<file path="src/cartMapperPkg.sv">
package cartMapperPkg;

    // ====================
    // Memory port widths
    // ====================

    // 512 banks of 16 KiB in the ROM image
    localparam int ImageAddrWidth = 23;
    // 16 banks of 8 KiB of cartridge RAM
    localparam int RamAddrWidth = 17;

    // Cartridge type byte, ROM size and RAM size follow in order
    localparam logic [15:0] HeaderTypeAddr = 16'h0147;
    // Low nibble that opens the RAM window
    localparam logic [3:0] RamEnableKey = 4'hA;
    // MBC3 clock seconds, minutes, hours, day low, day high
    localparam int RtcRegCount = 5;

    // ====================
    // Enumerations
    // ====================

    typedef enum logic [2:0]
    {
        mapRomOnly,
        mapMbc1,
        mapMbc3,
        mapMbc5,
        mapUnsupported
    } mapperKind_e;

    // Names the header byte on the image bus in that cycle
    typedef enum logic [2:0]
    {
        hdrTypeAddr,
        hdrTypeData,
        hdrRomData,
        hdrRamData,
        hdrDone
    } headerState_e;

    // ====================
    // Structs
    // ====================

    // Host request, valid means cycle and strobe both high
    typedef struct packed
    {
        logic [15:0] addr;
        logic [7:0]  wdata;
        logic        write;
        logic        valid;
    } hostReq_t;

    typedef struct packed
    {
        mapperKind_e kind;
        logic [3:0]  romSize;
        logic [2:0]  ramSize;
        logic        hasRam;
        logic        hasTimer;
    } cartCfg_t;

    typedef struct packed
    {
        logic [8:0] romBank;
        logic [3:0] ramBank;
        logic       ramEnabled;
        logic       bankingMode;
    } bankState_t;

endpackage

</file>
<file path="src/cartHeaderDecode.sv">
`timescale 1ns/1ps

module cartHeaderDecode
(
    input  logic                    Clk,
    input  logic                    rstN,
    input  logic [7:0]              imageData,
    output logic [15:0]             hdrAddr,
    output logic                    hdrRead,
    output cartMapperPkg::cartCfg_t cfg,
    output logic                    cfgReady
);
    import cartMapperPkg::*;

    headerState_e state;

    // Decode of the type byte while it sits on imageData
    mapperKind_e typeKind;
    logic        typeHasRam;
    logic        typeHasTimer;

    always_comb
    begin
        case (imageData)
            8'h00, 8'h08, 8'h09:
                typeKind = mapRomOnly;
            8'h01, 8'h02, 8'h03:
                typeKind = mapMbc1;
            8'h0F, 8'h10, 8'h11, 8'h12, 8'h13:
                typeKind = mapMbc3;
            8'h19, 8'h1A, 8'h1B, 8'h1C, 8'h1D, 8'h1E:
                typeKind = mapMbc5;
            // MBC2, MMM01, camera, HuC and the rest
            default:
                typeKind = mapUnsupported;
        endcase
    end

    assign typeHasTimer = (imageData == 8'h0F) || (imageData == 8'h10);
    assign typeHasRam = imageData inside {8'h02, 8'h03, 8'h08, 8'h09, 8'h10, 8'h12, 8'h13,
                                          8'h1A, 8'h1B, 8'h1D, 8'h1E};

    // ====================
    // Header sequencer
    // ====================

    // Each byte comes back one cycle after its read strobe
    always_ff @(posedge Clk)
    begin
        if (!rstN)
        begin
            state    <= hdrTypeAddr;
            hdrAddr  <= '0;
            hdrRead  <= 1'b0;
            cfg      <= '0;
            cfgReady <= 1'b0;
        end
        else
        begin
            case (state)
                hdrTypeAddr:
                begin
                    hdrAddr <= HeaderTypeAddr;
                    hdrRead <= 1'b1;
                    state   <= hdrTypeData;
                end
                hdrTypeData:
                begin
                    hdrAddr <= HeaderTypeAddr + 16'd1;
                    state   <= hdrRomData;
                end
                hdrRomData:
                begin
                    // Type byte arrives
                    cfg.kind     <= typeKind;
                    cfg.hasRam   <= typeHasRam;
                    cfg.hasTimer <= typeHasTimer;
                    hdrAddr      <= HeaderTypeAddr + 16'd2;
                    state        <= hdrRamData;
                end
                hdrRamData:
                begin
                    // 0x52 to 0x54 fold into codes 0xC to 0xE
                    cfg.romSize <= imageData[4] ? 4'hA + imageData[3:0] : imageData[3:0];
                    hdrRead     <= 1'b0;
                    state       <= hdrDone;
                end
                hdrDone:
                begin
                    if (!cfgReady)
                    begin
                        // Swap 4 and 5 so 64 KiB sorts below 128 KiB
                        cfg.ramSize <= imageData[2] ? {2'b10, ~imageData[0]} : imageData[2:0];
                        cfgReady    <= 1'b1;
                    end
                end
                default:
                    state <= hdrTypeAddr;
            endcase
        end
    end

    // Image port belongs to the host once configured
    assert property (@(posedge Clk) disable iff (!rstN) cfgReady |-> !hdrRead);

endmodule

</file>
<file path="src/bankRegisters.sv">
`timescale 1ns/1ps

module bankRegisters
#(
    parameter int RomBankBits = 9
)
(
    input  logic                      Clk,
    input  logic                      rstN,
    input  cartMapperPkg::cartCfg_t   cfg,
    input  cartMapperPkg::hostReq_t   accept,
    input  logic                      rtcSelect,
    output cartMapperPkg::bankState_t banks,
    output logic [7:0]                rtcData
);
    import cartMapperPkg::*;

    logic [15:0] maskWide;
    logic [8:0]  romMask;
    logic [8:0]  bankCandidate;
    logic [8:0]  bankMasked;
    logic        mbcKind;
    logic        regWrite;
    logic        canEnable;
    logic [7:0]  rtcRegs [RtcRegCount];

    assign mbcKind = cfg.kind inside {mapMbc1, mapMbc3, mapMbc5};
    // ROM only and unsupported carts ignore register writes
    assign regWrite = accept.valid && accept.write && !accept.addr[15] && mbcKind;
    // Nothing to open without RAM or a clock
    assign canEnable = cfg.hasRam || cfg.hasTimer;

    // ====================
    // ROM bank mask
    // ====================

    always_comb
    begin
        // Codes 0xC to 0xE sit between 64 and 128 banks
        if (cfg.romSize[3:2] == 2'b11)
            maskWide = 16'd127;
        else
            maskWide = (16'd2 << cfg.romSize) - 16'd1;
    end

    // Also clip to the bank register width
    assign romMask = maskWide[8:0] & 9'((10'd1 << RomBankBits) - 10'd1);

    always_comb
    begin
        if (cfg.kind == mapMbc5)
        begin
            // 0x3000 page carries bit 8
            if (accept.addr[12])
                bankCandidate = {accept.wdata[0], banks.romBank[7:0]};
            else
                bankCandidate = {banks.romBank[8], accept.wdata};
        end
        else if (cfg.kind == mapMbc1)
            bankCandidate = {4'b0000, accept.wdata[4:0]};
        else
            bankCandidate = {2'b00, accept.wdata[6:0]};
        bankMasked = bankCandidate & romMask;
        // MBC1 and MBC3 never map bank 0 in the upper window
        if (cfg.kind == mapMbc1 && bankMasked[4:0] == 5'd0)
            bankMasked[0] = 1'b1;
        if (cfg.kind == mapMbc3 && bankMasked[6:0] == 7'd0)
            bankMasked[0] = 1'b1;
    end

    // ====================
    // Control registers
    // ====================

    always_ff @(posedge Clk)
    begin
        if (!rstN)
        begin
            banks.romBank     <= 9'd1;
            banks.ramBank     <= 4'd0;
            banks.ramEnabled  <= 1'b0;
            banks.bankingMode <= 1'b0;
        end
        else if (regWrite)
        begin
            case (accept.addr[14:13])
                2'b00:
                    banks.ramEnabled <= canEnable && (accept.wdata[3:0] == RamEnableKey);
                2'b01:
                    banks.romBank <= bankMasked;
                2'b10:
                    banks.ramBank <= accept.wdata[3:0];
                default:
                begin
                    // MBC3 clock latch is not modelled
                    if (cfg.kind == mapMbc1)
                        banks.bankingMode <= accept.wdata[0];
                end
            endcase
        end
    end

    // MBC3 clock registers, banks 8 to 12 map to entries 0 to 4
    always_ff @(posedge Clk)
    begin
        if (rtcSelect)
        begin
            if (accept.write)
                rtcRegs[banks.ramBank[2:0]] <= accept.wdata;
            else
                rtcData <= rtcRegs[banks.ramBank[2:0]];
        end
    end

    assert property (@(posedge Clk) disable iff (!rstN)
        (cfg.kind == mapMbc1) |-> (banks.romBank[4:0] != 5'd0));
    assert property (@(posedge Clk) disable iff (!rstN)
        (cfg.kind == mapMbc3) |-> (banks.romBank[6:0] != 7'd0));

endmodule

</file>
<file path="src/addressTranslate.sv">
`timescale 1ns/1ps

module addressTranslate
#(
    parameter int RomBankBits = 9
)
(
    input  cartMapperPkg::cartCfg_t                    cfg,
    input  cartMapperPkg::bankState_t                  banks,
    input  cartMapperPkg::hostReq_t                    accept,
    output logic [cartMapperPkg::ImageAddrWidth-1:0]   imageAddr,
    output logic                                       imageRead,
    output logic [cartMapperPkg::RamAddrWidth-1:0]     ramAddr,
    output logic                                       ramRead,
    output logic                                       ramWrite,
    output logic [7:0]                                 ramWdata,
    output logic                                       rtcSelect
);
    import cartMapperPkg::*;

    logic       mbc1Large;
    logic [1:0] mbc1High;
    logic [8:0] upperBank;
    logic       ramWindow;
    logic       rtcBank;
    logic       ramHit;
    logic [3:0] ramBankBits;

    // MBC1 with 1 MiB or more takes extra bank bits from the RAM bank register
    assign mbc1Large = (cfg.kind == mapMbc1) && (cfg.romSize >= 4'h5) && (cfg.romSize <= 4'h8);
    assign mbc1High = mbc1Large ? banks.ramBank[1:0] : 2'b00;
    assign upperBank = 9'(banks.romBank[RomBankBits-1:0]);

    // ====================
    // ROM image side
    // ====================

    always_comb
    begin
        imageAddr[13:0] = accept.addr[13:0];
        if (!accept.addr[14])
            // Bank 0 window, moved only in MBC1 mode 1
            imageAddr[ImageAddrWidth-1:14] = banks.bankingMode ? {2'b00, mbc1High, 5'd0} : '0;
        else if (cfg.kind == mapMbc1)
            imageAddr[ImageAddrWidth-1:14] = {2'b00, mbc1High, banks.romBank[4:0]};
        else if (cfg.kind == mapUnsupported)
            imageAddr[ImageAddrWidth-1:14] = '0;
        else
            imageAddr[ImageAddrWidth-1:14] = upperBank;
    end

    assign imageRead = accept.valid && !accept.write && !accept.addr[15];

    // ====================
    // Cartridge RAM side
    // ====================

    assign ramWindow = accept.valid && (accept.addr[15:13] == 3'b101) && banks.ramEnabled;
    assign rtcBank = (cfg.kind == mapMbc3) && cfg.hasTimer
                     && (banks.ramBank >= 4'd8) && (banks.ramBank <= 4'd12);
    assign rtcSelect = ramWindow && rtcBank;
    assign ramHit = ramWindow && !rtcBank;

    // MBC1 pins RAM to bank 0 in mode 0, on small RAM or on large ROM
    assign ramBankBits = ((cfg.kind == mapMbc1)
                          && (!banks.bankingMode || cfg.ramSize < 3'd2 || mbc1Large))
                         ? 4'd0 : banks.ramBank;

    assign ramAddr = {ramBankBits, accept.addr[12:0]};
    assign ramRead = ramHit && !accept.write;
    assign ramWrite = ramHit && accept.write;
    assign ramWdata = accept.wdata;

endmodule

</file>
<file path="src/busResult.sv">
`timescale 1ns/1ps

module busResult
(
    input  logic                      Clk,
    input  logic                      rstN,
    input  logic                      wbCyc,
    input  logic                      wbStb,
    input  logic                      wbWe,
    input  logic [15:0]               wbAdr,
    input  logic [7:0]                wbDatW,
    input  logic                      cfgReady,
    input  cartMapperPkg::bankState_t banks,
    input  logic                      rtcSelect,
    input  logic [7:0]                rtcData,
    input  logic [7:0]                imageData,
    input  logic [7:0]                ramRdata,
    output cartMapperPkg::hostReq_t   accept,
    output logic                      wbAck,
    output logic [7:0]                wbDatR
);
    import cartMapperPkg::*;

    typedef enum logic [1:0]
    {
        srcNone,
        srcImage,
        srcRam,
        srcRtc
    } readSrc_e;

    readSrc_e readSrc;

    // Held off until the header is in, and for the ack cycle itself
    assign accept.addr = wbAdr;
    assign accept.wdata = wbDatW;
    assign accept.write = wbWe;
    assign accept.valid = wbCyc && wbStb && cfgReady && !wbAck;

    always_ff @(posedge Clk)
    begin
        if (!rstN)
        begin
            wbAck   <= 1'b0;
            readSrc <= srcNone;
        end
        else
        begin
            wbAck <= accept.valid;
            if (accept.valid)
            begin
                if (accept.write)
                    readSrc <= srcNone;
                else if (!accept.addr[15])
                    readSrc <= srcImage;
                else if (rtcSelect)
                    readSrc <= srcRtc;
                else if (accept.addr[15:13] == 3'b101 && banks.ramEnabled)
                    readSrc <= srcRam;
                else
                    readSrc <= srcNone;
            end
        end
    end

    // Memories answer in the ack cycle
    always_comb
    begin
        case (readSrc)
            srcImage: wbDatR = imageData;
            srcRam:   wbDatR = ramRdata;
            srcRtc:   wbDatR = rtcData;
            default:  wbDatR = 8'h00;
        endcase
    end

    assert property (@(posedge Clk) disable iff (!rstN) wbAck |-> $past(wbCyc && wbStb));

endmodule

</file>
<file path="src/cartMapper.sv">
`timescale 1ns/1ps

module cartMapper
#(
    parameter int RomBankBits = 9
)
(
    input  logic                                     Clk,
    input  logic                                     rstN,
    // Host side
    input  logic                                     wbCyc,
    input  logic                                     wbStb,
    input  logic                                     wbWe,
    input  logic [15:0]                              wbAdr,
    input  logic [7:0]                               wbDatW,
    output logic [7:0]                               wbDatR,
    output logic                                     wbAck,
    // ROM image
    output logic [cartMapperPkg::ImageAddrWidth-1:0] imageAddr,
    output logic                                     imageRead,
    input  logic [7:0]                               imageData,
    // Cartridge RAM
    output logic [cartMapperPkg::RamAddrWidth-1:0]   ramAddr,
    output logic                                     ramRead,
    output logic                                     ramWrite,
    output logic [7:0]                               ramWdata,
    input  logic [7:0]                               ramRdata
);
    import cartMapperPkg::*;

    cartCfg_t                  cfg;
    logic                      cfgReady;
    logic [15:0]               hdrAddr;
    logic                      hdrRead;
    hostReq_t                  accept;
    bankState_t                banks;
    logic [7:0]                rtcData;
    logic                      rtcSelect;
    logic [ImageAddrWidth-1:0] xlatImageAddr;
    logic                      xlatImageRead;

    cartHeaderDecode i_headerDecode
    (
        .Clk       (Clk),
        .rstN      (rstN),
        .imageData (imageData),
        .hdrAddr   (hdrAddr),
        .hdrRead   (hdrRead),
        .cfg       (cfg),
        .cfgReady  (cfgReady)
    );

    bankRegisters #(.RomBankBits(RomBankBits)) i_bankRegisters
    (
        .Clk       (Clk),
        .rstN      (rstN),
        .cfg       (cfg),
        .accept    (accept),
        .rtcSelect (rtcSelect),
        .banks     (banks),
        .rtcData   (rtcData)
    );

    addressTranslate #(.RomBankBits(RomBankBits)) i_addressTranslate
    (
        .cfg       (cfg),
        .banks     (banks),
        .accept    (accept),
        .imageAddr (xlatImageAddr),
        .imageRead (xlatImageRead),
        .ramAddr   (ramAddr),
        .ramRead   (ramRead),
        .ramWrite  (ramWrite),
        .ramWdata  (ramWdata),
        .rtcSelect (rtcSelect)
    );

    busResult i_busResult
    (
        .Clk       (Clk),
        .rstN      (rstN),
        .wbCyc     (wbCyc),
        .wbStb     (wbStb),
        .wbWe      (wbWe),
        .wbAdr     (wbAdr),
        .wbDatW    (wbDatW),
        .cfgReady  (cfgReady),
        .banks     (banks),
        .rtcSelect (rtcSelect),
        .rtcData   (rtcData),
        .imageData (imageData),
        .ramRdata  (ramRdata),
        .accept    (accept),
        .wbAck     (wbAck),
        .wbDatR    (wbDatR)
    );

    // Header reader owns the image port until configured
    assign imageAddr = cfgReady ? xlatImageAddr : {{(ImageAddrWidth - 16){1'b0}}, hdrAddr};
    assign imageRead = cfgReady ? xlatImageRead : hdrRead;

endmodule

</file>
<file path="config.mk">
export PLATFORM = sky130hd
export DESIGN_NAME = cartMapper
export DESIGN_NICKNAME = d
export VERILOG_FILES = /design/src/cartMapperPkg.sv /design/src/cartHeaderDecode.sv /design/src/bankRegisters.sv /design/src/addressTranslate.sv /design/src/busResult.sv /design/src/cartMapper.sv
export SDC_FILE = /design/constraint.sdc
export NUM_CORES = 1
export LEC_CHECK = 0
export BUFFER_PORTS_ARGS = -buffer_cell sky130_fd_sc_hd__buf_2
export CAP_MARGIN = 0
export CORE_MARGIN = 3
export CORE_UTILIZATION = 49
export CTS_CLUSTER_DIAMETER = 200
export CTS_CLUSTER_SIZE = 24
export DETAILED_ROUTE_END_ITERATION = 7
export PLACE_DENSITY = 0.76
export RECOVER_POWER = 100
export SLEW_MARGIN = 10
export SYNTH_ARGS = -nofsm -noshare
export SYNTH_HDL_FRONTEND = slang
export SYNTH_SLANG_ARGS = --single-unit
</file>
<file path="constraint.sdc">
create_clock -name Clk -period 2 [get_ports Clk]
set_clock_uncertainty 0.15 [all_clocks]
set_input_delay 0.2 -clock Clk [delete_from_list [all_inputs] [get_ports Clk]]
set_output_delay 0.2 -clock Clk [all_outputs]
set_load 0.05 [all_outputs]
</file>
==> results.json <==
{
  "status": "finished with violations",
  "violations": "setup timing",
  "yosys_warnings": 0,
  "cts.clk_slew.worst_paths_ns": 0.09,
  "clockBufferDepth": 2,
  "leakage_nw": 2.21,
  "grt_pass1_wl_um": 17700,
  "ys.flop_type": "edfxtp_1",
  "synth_cell_type_count": 57,
  "first_pass_iters": 4,
  "cts-root-buf": "clkbuf_8",
  "grtUsageTotal_pct": 21.9,
  "tightest_slew_ns": 0.718,
  "synth-seq-cells": 86,
  "yosys-top-cells-count": "48 x edfxtp_1, 48 x nor2_1, 38 x dfxtp_1, 37 x nand2_1, 23 x clkbuf_1",
  "final_area_um2": 5740,
  "num_rows": 34,
  "drcViolationCount": 0,
  "cts_max_level": 3,
  "worstSetupEndpointType": "output port",
  "ioPinCount": 105,
  "syn_area_um2": 4580,
  "relSlewSlack_pct": 52.2,
  "slowest_stage": "o32a_1",
  "antenna_found_initial": 0,
  "nets": 595,
  "p_per_area_nw_per_um2": 654,
  "finalCritPeriodShare_pct": 106,
  "synthArstFlopShare_pct": 0,
  "die_area_um2": 10500,
  "antennaDiodeCount": 0,
  "place_area_um2": 5310,
  "cp.required_ns": 1.65,
  "cp_slowest_stage_delay_ns": 0.36,
  "synth_top_area_share_pct": 31.5,
  "synth_cells": 441,
  "rsz0062_at_grt": "yes",
  "crit_fanout": 3,
  "cts_buffers": 9,
  "tns_ns": -0.423,
  "cts.sinks": 86,
  "avgSynthCellArea_um2": 10.4,
  "fmax_mhz": 473,
  "ys_top_cells_by_area": "edfxtp_1 31%, dfxtp_1 17%, mux2_2 4.2%, mux4_2 3.9%, nor2_1 3.9%",
  "filler_cell_count": 677,
  "drv_slew": 0,
  "grt_max_degree": 34,
  "path_class": "flip-flop to output port",
  "layout-drive-gt1-share_pct": 35.9,
  "hold_violations": 0,
  "total_power_mw": 3.75,
  "maxCapViolations": 0,
  "crit_chain": "nand2b_4 -> o32a_1 -> nor3_2 -> o2111ai_1 -> nand2_1 -> buf_6",
  "drtAntennaViolNets": 0,
  "cts_tree": "built",
  "yosys.area.top_type": "edfxtp_1",
  "wirelength_um": 11400,
  "overflow": 0,
  "area_growth_pct": 25.3,
  "initialDrtViolationCount": 213,
  "synth_nets": 489,
  "critPathArrivalTime_ns": 1.76,
  "hpwl_um": 8380,
  "peakVddDrop_uv": 341,
  "finalSetupViolations": 6,
  "dp_slack_ns": -0.0110,
  "period_needed_ns": 2.11,
  "ys_seq_area_share_pct": 48.1,
  "place.gp.congestion": 0.914,
  "min_path_type": "input port to flip-flop",
  "num_vias": 3656,
  "clk_latency_ns": 0.35,
  "critPathLaunchType": "flip-flop",
  "routed_via_density": 5.55,
  "wl_per_cell_um": 17.3,
  "start_util_pct": 51.5,
  "postLayoutSetupSlackWorst_ns": -0.112,
  "core-area_um2": 8890,
  "die_y_um": 103,
  "fp.dieW_um": 103,
  "place.port_buffers": 104,
  "grt_pass1_vias": 3457,
  "synth_edf_count": 48
}
-- cell type report --
class / instances / area [um^2] / share of cell area, %
clock inverter: 6 / 68.8 / 1.20
inverter: 6 / 22.5 / 0.393
sequential: 86 / 2230 / 38.9
tap: 108 / 135 / 2.36
clock buffer: 9 / 124 / 2.16
timing repair buffer: 145 / 906 / 15.8
multi-input combinational: 299 / 2250 / 39.2
-- logic make-up (layout without fill, tap and decap cells) --
family	Yosys count	count (layout)	share of synthesized area, %
compound gates	76	76	11.3
buf+inv	56	166	6.59
mux	41	41	11.6
fa+ha+maj	3	3	0.820
flops	86	86	48.1
simple gates	176	176	21.0
xor+xnor	3	3	0.574
-- per-stage QoR --
stage                     instances  utilization [%]  hold WS (ns)
final                           659             64.5        0.0654
after global routing            659             64.5        0.0729
after CTS                       656             64.4        0.0360
after detailed placement        636             59.8         0.307
after global placement          636             59.8         0.298
after floorplan                 441                -         0.149
-- placed cells by master, fill, tap and decap left out, drive strengths merged, types with 4 or more instances in the layout --
| cell type | instances |
|---|---|
| and3b | 4 |
| buf | 86 |
| mux2i | 16 |
| nor3 | 9 |
| dlygate4sd3 | 4 |
| nand2 | 37 |
| and2 | 21 |
| a21oi | 21 |
| edfxtp | 48 |
| o21ai | 16 |
| nand4 | 5 |
| mux2 | 17 |
| clkbuf | 64 |
| nor4 | 5 |
| a22o | 8 |
| nand2b | 11 |
| mux4 | 8 |
| a211oi | 4 |
| inv | 7 |
| nor2b | 18 |
| dfxtp | 38 |
| nor2 | 48 |
-- sequential cells by signal, summed over array words and instances, names as in the netlist --
signal / count
i_bankRegisters.banks: 15
i_bankRegisters.rtcData: 8
i_bankRegisters.rtcRegs: 40
i_busResult.readSrc: 2
i_busResult.wbAck: 1
i_headerDecode.cfg: 11
i_headerDecode.cfgReady: 1
i_headerDecode.hdrAddr: 4
i_headerDecode.hdrRead: 1
i_headerDecode.state: 3
-- power by group --
part / switching (mW) / internal [mW] / total [mW]
clock: 0.619 / 0.578 / 1.20
sequential: 0.0387 / 1.88 / 1.92
combinational: 0.414 / 0.222 / 0.636
-- per-layer routing --
metal / global-route usage, % / up-vias / wire length [um]
met5: 0 / - / 0
met1: 31.5 / 1719 / 5060
met4: 8.78 / 0 / 256
met2: 34.1 / 133 / 5330
li1: - / 1783 / -
met3: 2.23 / 21 / 760
-- final timing paths --
kind                                      start                                    end  slack, ns  depth (start not counted)
max          i_headerDecode.cfg[7]$_SDFFE_PN0P_                          imageAddr[20]      -0.11                          6
min                                imageData[6]     i_headerDecode.cfg[1]$_SDFFE_PN0P_       0.07                          4
max reg2reg        i_busResult.wbAck$_SDFF_PN0_  i_bankRegisters.banks[1]$_SDFFE_PN0P_       0.02                          6
min reg2reg  i_headerDecode.cfg[1]$_SDFFE_PN0P_     i_headerDecode.cfg[1]$_SDFFE_PN0P_       0.32                          2
-- worst max-delay path: cells and delay by family, from the launching register on --
kind,cells,cell delay (ns)
compound gates,2,0.50
buf+inv,1,0.16
flops,1,0.35
simple gates,3,0.41
-- what timing repair did --
item / 4_1_cts / 5_1_grt
pin swaps: 1 / 7
setup endpoints to repair: 24 / 59
setup buffers: 2 / 3
hold endpoints to repair: 19 / 0
gates resized for setup: 56 / 25
hold buffers: 4 / 0
No activity file was read; power rests on OpenSTA's default activity.
